$ cat src/design/arvi_pkg.sv
// Word width, reset PC, opcodes, ALU operations, selector encodings and strobe type
package arvi_pkg;

	// Datapath word
	localparam int xlen = 32;

	typedef logic [xlen-1:0] word_t;

	// Program counter after reset
	localparam word_t pc_reset = 32'h0000_0000;

	// RV32I base opcodes
	localparam logic [6:0] op_lui    = 7'b0110111;
	localparam logic [6:0] op_auipc  = 7'b0010111;
	localparam logic [6:0] op_jal    = 7'b1101111;
	localparam logic [6:0] op_jalr   = 7'b1100111;
	localparam logic [6:0] op_branch = 7'b1100011;
	localparam logic [6:0] op_load   = 7'b0000011;
	localparam logic [6:0] op_store  = 7'b0100011;
	localparam logic [6:0] op_imm    = 7'b0010011;
	localparam logic [6:0] op_reg    = 7'b0110011;

	// ALU operations
	typedef enum logic [3:0] {
		alu_add,
		alu_sub,
		alu_sll,
		alu_slt,
		alu_sltu,
		alu_xor,
		alu_srl,
		alu_sra,
		alu_or,
		alu_and
	} alu_op_t;

	// Operand A source
	typedef enum logic [1:0] {
		src_a_rs1,
		src_a_pc,
		src_a_zero
	} src_a_t;

	// Register write-back source
	typedef enum logic [1:0] {
		wb_alu,
		wb_mem,
		wb_pc_plus4
	} wb_sel_t;

	// Unconditional control flow kind
	typedef enum logic [1:0] {
		jump_none,
		jump_jal,
		jump_jalr
	} jump_t;

	// One enable per byte lane
	typedef logic [3:0] strobe_t;

endpackage
$ cat src/design/arvi_core.sv
// arvi_core: single-cycle RV32I core with operand and write-back multiplexers
`timescale 1ns/10ps

module arvi_core (
	input  logic              i_clk,
	input  logic              i_rst,
	input  arvi_pkg::word_t   i_instr,
	output arvi_pkg::word_t   o_pc,
	output arvi_pkg::word_t   o_dm_addr,
	output arvi_pkg::word_t   o_dm_wdata,
	output arvi_pkg::strobe_t o_dm_strb,
	output logic              o_dm_we,
	output logic              o_dm_re,
	input  arvi_pkg::word_t   i_dm_rdata,
	input  logic              i_dm_ready
);
	import arvi_pkg::*;

	alu_op_t alu_op;
	src_a_t  src_a;
	jump_t   jump;
	wb_sel_t wb_sel;
	logic    src_b_imm;
	logic    reg_write;
	logic    mem_read;
	logic    mem_write;
	logic    branch;
	logic    branch_taken;
	logic    stall;
	logic    rf_we;
	word_t   rdata1;
	word_t   rdata2;
	word_t   imm;
	word_t   alu_a;
	word_t   alu_b;
	word_t   alu_result;
	word_t   load_data;
	word_t   pc_plus4;
	word_t   wb_data;

	main_control u_main_control (
		.i_instr     (i_instr),
		.o_alu_op    (alu_op),
		.o_src_a     (src_a),
		.o_src_b_imm (src_b_imm),
		.o_reg_write (reg_write),
		.o_mem_read  (mem_read),
		.o_mem_write (mem_write),
		.o_branch    (branch),
		.o_jump      (jump),
		.o_wb_sel    (wb_sel)
	);

	// No register write until memory is ready
	assign rf_we = reg_write && !stall;

	reg_file u_reg_file (
		.i_clk    (i_clk),
		.i_rst    (i_rst),
		.i_rs1    (i_instr[19:15]),
		.i_rs2    (i_instr[24:20]),
		.i_rd     (i_instr[11:7]),
		.i_we     (rf_we),
		.i_wdata  (wb_data),
		.o_rdata1 (rdata1),
		.o_rdata2 (rdata2)
	);

	imm_gen u_imm_gen (
		.i_instr (i_instr),
		.o_imm   (imm)
	);

	// Operand A: rs1, pc for auipc, zero for lui
	always_comb begin
		case (src_a)
			src_a_pc:   alu_a = o_pc;
			src_a_zero: alu_a = '0;
			default:    alu_a = rdata1;
		endcase
	end

	assign alu_b = src_b_imm ? imm : rdata2;

	alu u_alu (
		.i_a            (alu_a),
		.i_b            (alu_b),
		.i_op           (alu_op),
		.i_funct3       (i_instr[14:12]),
		.o_result       (alu_result),
		.o_branch_taken (branch_taken)
	);

	load_store_unit u_load_store_unit (
		.i_addr      (alu_result),
		.i_wdata     (rdata2),
		.i_funct3    (i_instr[14:12]),
		.i_mem_read  (mem_read),
		.i_mem_write (mem_write),
		.i_dm_rdata  (i_dm_rdata),
		.i_dm_ready  (i_dm_ready),
		.o_dm_addr   (o_dm_addr),
		.o_dm_wdata  (o_dm_wdata),
		.o_dm_strb   (o_dm_strb),
		.o_dm_we     (o_dm_we),
		.o_dm_re     (o_dm_re),
		.o_load_data (load_data),
		.o_stall     (stall)
	);

	pc_unit u_pc_unit (
		.i_clk          (i_clk),
		.i_rst          (i_rst),
		.i_stall        (stall),
		.i_jump         (jump),
		.i_branch       (branch),
		.i_branch_taken (branch_taken),
		.i_imm          (imm),
		.i_alu_result   (alu_result),
		.o_pc           (o_pc),
		.o_pc_plus4     (pc_plus4)
	);

	// Write-back source
	always_comb begin
		case (wb_sel)
			wb_mem:      wb_data = load_data;
			wb_pc_plus4: wb_data = pc_plus4;
			default:     wb_data = alu_result;
		endcase
	end

endmodule

$ cat src/design/pc_unit.sv
// pc_unit: program counter register and next-PC selection
`timescale 1ns/10ps

module pc_unit (
	input  logic            i_clk,
	input  logic            i_rst,
	input  logic            i_stall,
	input  arvi_pkg::jump_t i_jump,
	input  logic            i_branch,
	input  logic            i_branch_taken,
	input  arvi_pkg::word_t i_imm,
	input  arvi_pkg::word_t i_alu_result,
	output arvi_pkg::word_t o_pc,
	output arvi_pkg::word_t o_pc_plus4
);
	import arvi_pkg::*;

	word_t pc_q;
	word_t pc_next;

	assign o_pc       = pc_q;
	assign o_pc_plus4 = pc_q + 32'd4;

	always_comb begin
		if (i_jump == jump_jalr) begin
			pc_next = {i_alu_result[xlen-1:1], 1'b0};
		end else if ((i_jump == jump_jal) || (i_branch && i_branch_taken)) begin
			pc_next = pc_q + i_imm;
		end else begin
			pc_next = o_pc_plus4;
		end
	end

	always_ff @(posedge i_clk) begin
		if (!i_rst) begin
			pc_q <= pc_reset;
		end else if (!i_stall) begin
			pc_q <= pc_next;
		end
	end

endmodule

$ cat src/design/load_store_unit.sv
// load_store_unit: store lane placement, byte enables, load extension and memory stall
`timescale 1ns/10ps

module load_store_unit (
	input  arvi_pkg::word_t   i_addr,
	input  arvi_pkg::word_t   i_wdata,
	input  logic [2:0]        i_funct3,
	input  logic              i_mem_read,
	input  logic              i_mem_write,
	input  arvi_pkg::word_t   i_dm_rdata,
	input  logic              i_dm_ready,
	output arvi_pkg::word_t   o_dm_addr,
	output arvi_pkg::word_t   o_dm_wdata,
	output arvi_pkg::strobe_t o_dm_strb,
	output logic              o_dm_we,
	output logic              o_dm_re,
	output arvi_pkg::word_t   o_load_data,
	output logic              o_stall
);
	import arvi_pkg::*;

	logic    [1:0] offset;
	logic          request;
	strobe_t       lane_strb;
	word_t         lane_data;

	assign offset    = i_addr[1:0];
	assign request   = i_mem_read || i_mem_write;
	assign o_dm_addr = {i_addr[xlen-1:2], 2'b00};
	assign o_dm_we   = i_mem_write;
	assign o_dm_re   = i_mem_read;

	// Store data repeated on every lane, strobe picks the live one
	always_comb begin
		case (i_funct3[1:0])
			2'b00: begin
				o_dm_wdata = {4{i_wdata[7:0]}};
				lane_strb  = 4'b0001 << offset;
			end
			2'b01: begin
				o_dm_wdata = {2{i_wdata[15:0]}};
				lane_strb  = offset[1] ? 4'b1100 : 4'b0011;
			end
			default: begin
				o_dm_wdata = i_wdata;
				lane_strb  = 4'b1111;
			end
		endcase
	end

	assign o_dm_strb = request ? lane_strb : 4'b0000;

	// Move the addressed byte or halfword down to bit 0
	assign lane_data = i_dm_rdata >> {offset, 3'b000};

	always_comb begin
		case (i_funct3)
			3'b000:  o_load_data = {{24{lane_data[7]}}, lane_data[7:0]};
			3'b001:  o_load_data = {{16{lane_data[15]}}, lane_data[15:0]};
			3'b100:  o_load_data = {24'h000000, lane_data[7:0]};
			3'b101:  o_load_data = {16'h0000, lane_data[15:0]};
			default: o_load_data = i_dm_rdata;
		endcase
	end

	// Hold the core until memory answers
	assign o_stall = request && !i_dm_ready;

endmodule

$ cat src/design/alu.sv
// alu: arithmetic, logic, shift and compare operations plus the branch condition
`timescale 1ns/10ps

module alu (
	input  arvi_pkg::word_t   i_a,
	input  arvi_pkg::word_t   i_b,
	input  arvi_pkg::alu_op_t i_op,
	input  logic [2:0]        i_funct3,
	output arvi_pkg::word_t   o_result,
	output logic              o_branch_taken
);
	import arvi_pkg::*;

	logic       equal;
	logic       less_signed;
	logic       less_unsigned;
	logic [4:0] shamt;

	assign equal         = (i_a == i_b);
	assign less_signed   = ($signed(i_a) < $signed(i_b));
	assign less_unsigned = (i_a < i_b);
	assign shamt         = i_b[4:0];

	always_comb begin
		case (i_op)
			alu_sub:  o_result = i_a - i_b;
			alu_sll:  o_result = i_a << shamt;
			alu_slt:  o_result = {{(xlen-1){1'b0}}, less_signed};
			alu_sltu: o_result = {{(xlen-1){1'b0}}, less_unsigned};
			alu_xor:  o_result = i_a ^ i_b;
			alu_srl:  o_result = i_a >> shamt;
			alu_sra:  o_result = word_t'($signed(i_a) >>> shamt);
			alu_or:   o_result = i_a | i_b;
			alu_and:  o_result = i_a & i_b;
			default:  o_result = i_a + i_b;
		endcase
	end

	// Branch condition from funct3, gated by the branch flag outside
	always_comb begin
		case (i_funct3)
			3'b000:  o_branch_taken = equal;
			3'b001:  o_branch_taken = !equal;
			3'b100:  o_branch_taken = less_signed;
			3'b101:  o_branch_taken = !less_signed;
			3'b110:  o_branch_taken = less_unsigned;
			3'b111:  o_branch_taken = !less_unsigned;
			default: o_branch_taken = 1'b0;
		endcase
	end

endmodule

$ cat src/design/imm_gen.sv
// imm_gen: immediate extraction with sign extension for I, S, B, U and J formats
`timescale 1ns/10ps

module imm_gen (
	input  arvi_pkg::word_t i_instr,
	output arvi_pkg::word_t o_imm
);
	import arvi_pkg::*;

	logic sign;

	assign sign = i_instr[31];

	always_comb begin
		case (i_instr[6:0])
			op_imm, op_load, op_jalr: begin
				o_imm = {{20{sign}}, i_instr[31:20]};
			end
			op_store: begin
				o_imm = {{20{sign}}, i_instr[31:25], i_instr[11:7]};
			end
			// B and J come out as byte offsets, bit 0 is zero
			op_branch: begin
				o_imm = {{20{sign}}, i_instr[7], i_instr[30:25], i_instr[11:8], 1'b0};
			end
			op_jal: begin
				o_imm = {{12{sign}}, i_instr[19:12], i_instr[20], i_instr[30:21], 1'b0};
			end
			op_lui, op_auipc: begin
				o_imm = {i_instr[31:12], 12'h000};
			end
			default: o_imm = '0;
		endcase
	end

endmodule

$ cat src/design/reg_file.sv
// reg_file: 32 x 32-bit register file, two combinational reads, one write, x0 hardwired
`timescale 1ns/10ps

module reg_file (
	input  logic            i_clk,
	input  logic            i_rst,
	input  logic [4:0]      i_rs1,
	input  logic [4:0]      i_rs2,
	input  logic [4:0]      i_rd,
	input  logic            i_we,
	input  arvi_pkg::word_t i_wdata,
	output arvi_pkg::word_t o_rdata1,
	output arvi_pkg::word_t o_rdata2
);
	import arvi_pkg::*;

	// x1 to x31, x0 has no storage
	word_t regs [1:31];

	always_ff @(posedge i_clk) begin
		if (!i_rst) begin
			for (int i = 1; i < 32; i++) begin
				regs[i] <= '0;
			end
		end else if (i_we && (i_rd != 5'd0)) begin
			regs[i_rd] <= i_wdata;
		end
	end

	assign o_rdata1 = (i_rs1 == 5'd0) ? '0 : regs[i_rs1];
	assign o_rdata2 = (i_rs2 == 5'd0) ? '0 : regs[i_rs2];

endmodule

$ cat src/design/main_control.sv
// main_control: opcode and function field decoder producing the datapath control levels
`timescale 1ns/10ps

module main_control (
	input  arvi_pkg::word_t   i_instr,
	output arvi_pkg::alu_op_t o_alu_op,
	output arvi_pkg::src_a_t  o_src_a,
	output logic              o_src_b_imm,
	output logic              o_reg_write,
	output logic              o_mem_read,
	output logic              o_mem_write,
	output logic              o_branch,
	output arvi_pkg::jump_t   o_jump,
	output arvi_pkg::wb_sel_t o_wb_sel
);
	import arvi_pkg::*;

	logic [6:0] opcode;
	logic [2:0] funct3;
	logic       funct7_b5;

	assign opcode    = i_instr[6:0];
	assign funct3    = i_instr[14:12];
	assign funct7_b5 = i_instr[30];

	// funct3 selects the operation, alt picks sub or sra
	function automatic alu_op_t decode_alu_op(input logic [2:0] f3, input logic alt);
		alu_op_t op;
		case (f3)
			3'b000:  op = alt ? alu_sub : alu_add;
			3'b001:  op = alu_sll;
			3'b010:  op = alu_slt;
			3'b011:  op = alu_sltu;
			3'b100:  op = alu_xor;
			3'b101:  op = alt ? alu_sra : alu_srl;
			3'b110:  op = alu_or;
			default: op = alu_and;
		endcase
		return op;
	endfunction

	always_comb begin
		// Default is a NOP with nothing written
		o_alu_op    = alu_add;
		o_src_a     = src_a_rs1;
		o_src_b_imm = 1'b0;
		o_reg_write = 1'b0;
		o_mem_read  = 1'b0;
		o_mem_write = 1'b0;
		o_branch    = 1'b0;
		o_jump      = jump_none;
		o_wb_sel    = wb_alu;
		case (opcode)
			op_lui: begin
				o_src_a     = src_a_zero;
				o_src_b_imm = 1'b1;
				o_reg_write = 1'b1;
			end
			op_auipc: begin
				o_src_a     = src_a_pc;
				o_src_b_imm = 1'b1;
				o_reg_write = 1'b1;
			end
			op_jal: begin
				o_jump      = jump_jal;
				o_reg_write = 1'b1;
				o_wb_sel    = wb_pc_plus4;
			end
			op_jalr: begin
				// Target is rs1 + imm from the ALU
				o_jump      = jump_jalr;
				o_src_b_imm = 1'b1;
				o_reg_write = 1'b1;
				o_wb_sel    = wb_pc_plus4;
			end
			op_branch: begin
				o_branch = 1'b1;
				o_alu_op = alu_sub;
			end
			op_load: begin
				o_src_b_imm = 1'b1;
				o_mem_read  = 1'b1;
				o_reg_write = 1'b1;
				o_wb_sel    = wb_mem;
			end
			op_store: begin
				o_src_b_imm = 1'b1;
				o_mem_write = 1'b1;
			end
			op_imm: begin
				// Only srai uses funct7 bit 5, addi has no subtract form
				o_alu_op    = decode_alu_op(funct3, (funct3 == 3'b101) && funct7_b5);
				o_src_b_imm = 1'b1;
				o_reg_write = 1'b1;
			end
			op_reg: begin
				o_alu_op    = decode_alu_op(funct3, funct7_b5);
				o_reg_write = 1'b1;
			end
			default: begin
			end
		endcase
	end

endmodule

$ cat config.mk
export PLATFORM = sky130hd
export DESIGN_NAME = arvi_core
export DESIGN_NICKNAME = d
export VERILOG_FILES = /design/src/design/arvi_pkg.sv /design/src/design/arvi_core.sv /design/src/design/pc_unit.sv /design/src/design/load_store_unit.sv /design/src/design/alu.sv /design/src/design/imm_gen.sv /design/src/design/reg_file.sv /design/src/design/main_control.sv
export SDC_FILE = /design/constraint.sdc
export NUM_CORES = 2
export LEC_CHECK = 0
export BUFFER_PORTS_ARGS = -buffer_cell sky130_fd_sc_hd__buf_4
export CAP_MARGIN = 20
export CORE_ASPECT_RATIO = 1.75
export CORE_MARGIN = 8
export CORE_UTILIZATION = 25
export DETAILED_ROUTE_END_ITERATION = 8
export GPL_ROUTABILITY_DRIVEN = 0
export MAX_ROUTING_LAYER = met4
export SLEW_MARGIN = 25
export SYNTH_ARGS = -nofsm -noshare
export SYNTH_HDL_FRONTEND = slang
export SYNTH_HIERARCHICAL = 1
export SYNTH_SLANG_ARGS = --single-unit
$ cat constraint.sdc
create_clock -name i_clk -period 8 [get_ports i_clk]
set_clock_uncertainty 0.05 [all_clocks]
set_input_delay 1.2 -clock i_clk [delete_from_list [all_inputs] [get_ports i_clk]]
set_output_delay 1.2 -clock i_clk [all_outputs]
set_load 0.01 [all_outputs]
==> results.md <==
- Number of buffers created by CTS: 87
- Vias/cell: 5.59
- DIE WIDTH: 418 µm
- Number of synthesized register bits: 1056
- Maximum vdd drop: 0.000150 V
- # nets final: 6667
- Total GRT Usage: 0.205
- Layout cells sized above 1: 0.323
- Gate Count Post-Synth: 5873
- Fin. max-slew vios: 0
- 1st-pass router iterations: 8
- Fin Setup TNS: -0.454 ns
- WL per Instance: 30.3 µm
- Post-route setup slack: -0.122 ns
- CORE AREA: 281000 µm²
- Number of remaining DRC errors: 0
- Top Ports: 169
- Fin crit period: 8.12 ns
- Register area share after synthesis: 0.445
- Ys Warns: 6
- Post-route core utilization: 0.307
- GRT overflow: 0
- Die area: 300000 µm²
- Worst-path fanout max: 7
- Lkg Pwr: 32.3 nW
- Vias post-DR: 57727
- Synth Flop Type: edfxtp_1
- Total power: 0.0170 W
- Sink Count: 1056
- Worst endpoint data arrival time: 6.87 ns
- First-pass GRT wire length: 434000 µm
- Synth cell types: 118
- Area delta synth->final: 22.6%
- Status: complete, but fails checks
- Max Fclk: 0.123 GHz
- Initial drt markers: 6789
- Worst slack at placement: -0.731 ns
- Setup Viol. Count Final: 6
- DRT Wirelength: 314000 µm
- FILL cells: 28496
- Vias in the first global route: 58328
- CTS tree: done
- Non-filler cells, final: 10336
- Worst Path Required: 6.75 ns
- Power Density: 196 nW/µm²
- Final hold violations: 0
- H-tree depth: 3
- Port bufs: 166
- Die height: 719 µm
- Crit end category: output port
- Post-Syn Area per Cell: 12.0 µm²
- Netlist Area Pre-Place: 70600 µm²
- Initial antenna violation count: 32
- Clock Tree Buf Depth: 3
- Initial Util: 0.251
- RSZ-0062 raised after global routing: true
- Startpoint Class: input pin
- WS Path Type: input pin to output port
- Largest net degree at the start of global routing: 69
- Number of enable flip-flop cells after synthesis: 1024
- Worst-Margin Slew: 1.18 ns
- Post-synth ARST share: 0
- Std cell rows: 258
- Final HPWL DP: 228000 µm
- Maxcap violations: 0
- Skew-Pair Late Insertion Delay: 0.71 ns
- Tightest Hold Check Type: flip-flop to flip-flop
- Post-cts hold buffer count: 0
- Clock transition at path regs: 0.08 ns
- Final period util: 1.02
- Failing checks: negative setup slack
- Post-DRT Antenna Nets: 0
- Slew headroom: 0.202
- Root buf cell: clkbuf_16
- Placed insts: 10100
## per-layer routing
| metal | track usage | vias up | wire length (µm) | share of wire |
|---|---|---|---|---|
| li1 | - | 23581 | - | - |
| met3 | 0.0519 | 1466 | 27000 | 0.086 |
| met1 | 0.191 | 28928 | 97200 | 0.31 |
| met4 | 0.174 | 0 | 32500 | 0.10 |
| met2 | 0.351 | 3752 | 157000 | 0.50 |
| met5 | - | - | 0 | 0 |
## through the flow
step	instance area [µm²]	hold slack [ns]
6_report	86600	0.543
5_1_grt	86500	0.556
2_1_floorplan	70800	0.464
3_3_place_gp	82000	0.509
3_5_place_dp	82100	0.521
4_1_cts	85600	0.530
## state kept, by name, summed over array words and instances, names as in the netlist
| register | flops |
|---|---|
| u_reg_file/regs | 1024 |
| u_pc_unit/o_pc | 32 |
## final timing paths
kind,cells past startpoint,startpoint,slack (ns),to
setup / recovery,26,i_instr[20],-0.12,o_dm_strb[0]
hold / removal,2,u_pc_unit/o_pc[28],0.54,u_pc_unit/o_pc[28]
setup reg to reg,31,u_reg_file/regs[13][0],0.41,u_reg_file/regs[12][10]
hold reg to reg,2,u_pc_unit/o_pc[28],0.54,u_pc_unit/o_pc[28]
## kinds of logic after synthesis
| family | Yosys count | share of synthesized area |
|---|---|---|
| muxes | 822 | 0.210 |
| other | 2 | 0.000106 |
| adders and majority gates | 135 | 0.0243 |
| buffers and inverters | 733 | 0.0486 |
| xor gates and xnor gates | 60 | 0.00745 |
| and+or+nand+nor | 1890 | 0.149 |
| AOI/OAI and AO/OA | 1175 | 0.115 |
| DFF | 1056 | 0.445 |
## power breakdown
group	switching, W	internal [W]
clock network	0.00214	0.00236
registers	0.000134	0.00629
logic	0.00362	0.00246
total	0.00589	0.0111
## cells in the mapped netlist, types with 42 or more instances
cell type	count	area (µm²)
a2111oi_1	42	420
ha_1	132	1650
and2_1	1003	6270
nor2b_1	44	275
a211oi_1	53	398
nand2_1	234	878
nor3_1	94	470
o21ai_0	226	1130
nand3_1	76	380
mux4_2	509	11500
inv_1	119	447
buf_4	87	653
edfxtp_1	1024	30700
mux2i_1	211	2110
clkbuf_1	383	1440
a21o_1	43	323
a21oi_1	197	986
o22ai_1	122	763
buf_2	77	385
a22oi_1	68	510
a22o_1	90	788
mux2_2	70	788
nor2_1	270	1010
## final cells by class
| type | count | area (µm²) | area share |
|---|---|---|---|
| diodes | 33 | 82.6 | 0.000954 |
| clock buffers | 99 | 2240 | 0.0259 |
| clock inverters | 58 | 619 | 0.00716 |
| inverters | 123 | 469 | 0.00542 |
| multi-input cells | 4116 | 37400 | 0.432 |
| flip-flops and latches | 1056 | 31400 | 0.363 |
| well taps | 3770 | 4720 | 0.0545 |
| repair buffers | 1081 | 9660 | 0.112 |
## cell usage in the layout (no fill, tap or decap), drive strengths merged, types with 90 or more instances in the layout
cell	instances
nor2	273
o22ai	122
mux2i	211
ha	132
nand2	234
nor3	98
a21oi	200
inv	127
edfxtp	1024
and2	1003
o21ai	267
mux4	509
mux2	102
buf	1075
a22o	90
clkbuf	102
## worst max-delay path: stages
cell and delay [ns]:
buf_16 0.14, buf_12 0.12, buf_4 0.15, mux4_2 0.52, a2111oi_2 0.38, buf_4 0.18
nor3_4 0.06, mux2_4 0.33, ha_2 0.21, fa_2 0.36, o21ba_1 0.21, or4_4 0.46
a311o_2 0.42, a211oi_4 0.45, buf_4 0.19, o2111ai_2 0.15, a31o_2 0.26, nor2_4 0.11
or4_1 0.11, nand3_1 0.10, buf_6 0.16, buf_4 0.15, nand2_2 0.08, a21oi_1 0.07
nor2_1 0.14, buf_4 0.14
## repair_timing
action / in CTS / in global routing
cloned: 6 / 1
endpoints found under the setup margin: 20 / 364
buffers inserted: 9 / 25
pin swaps: 10 / 31
gates resized for setup: 93 / 108
(Power assumes the default switching activity.)
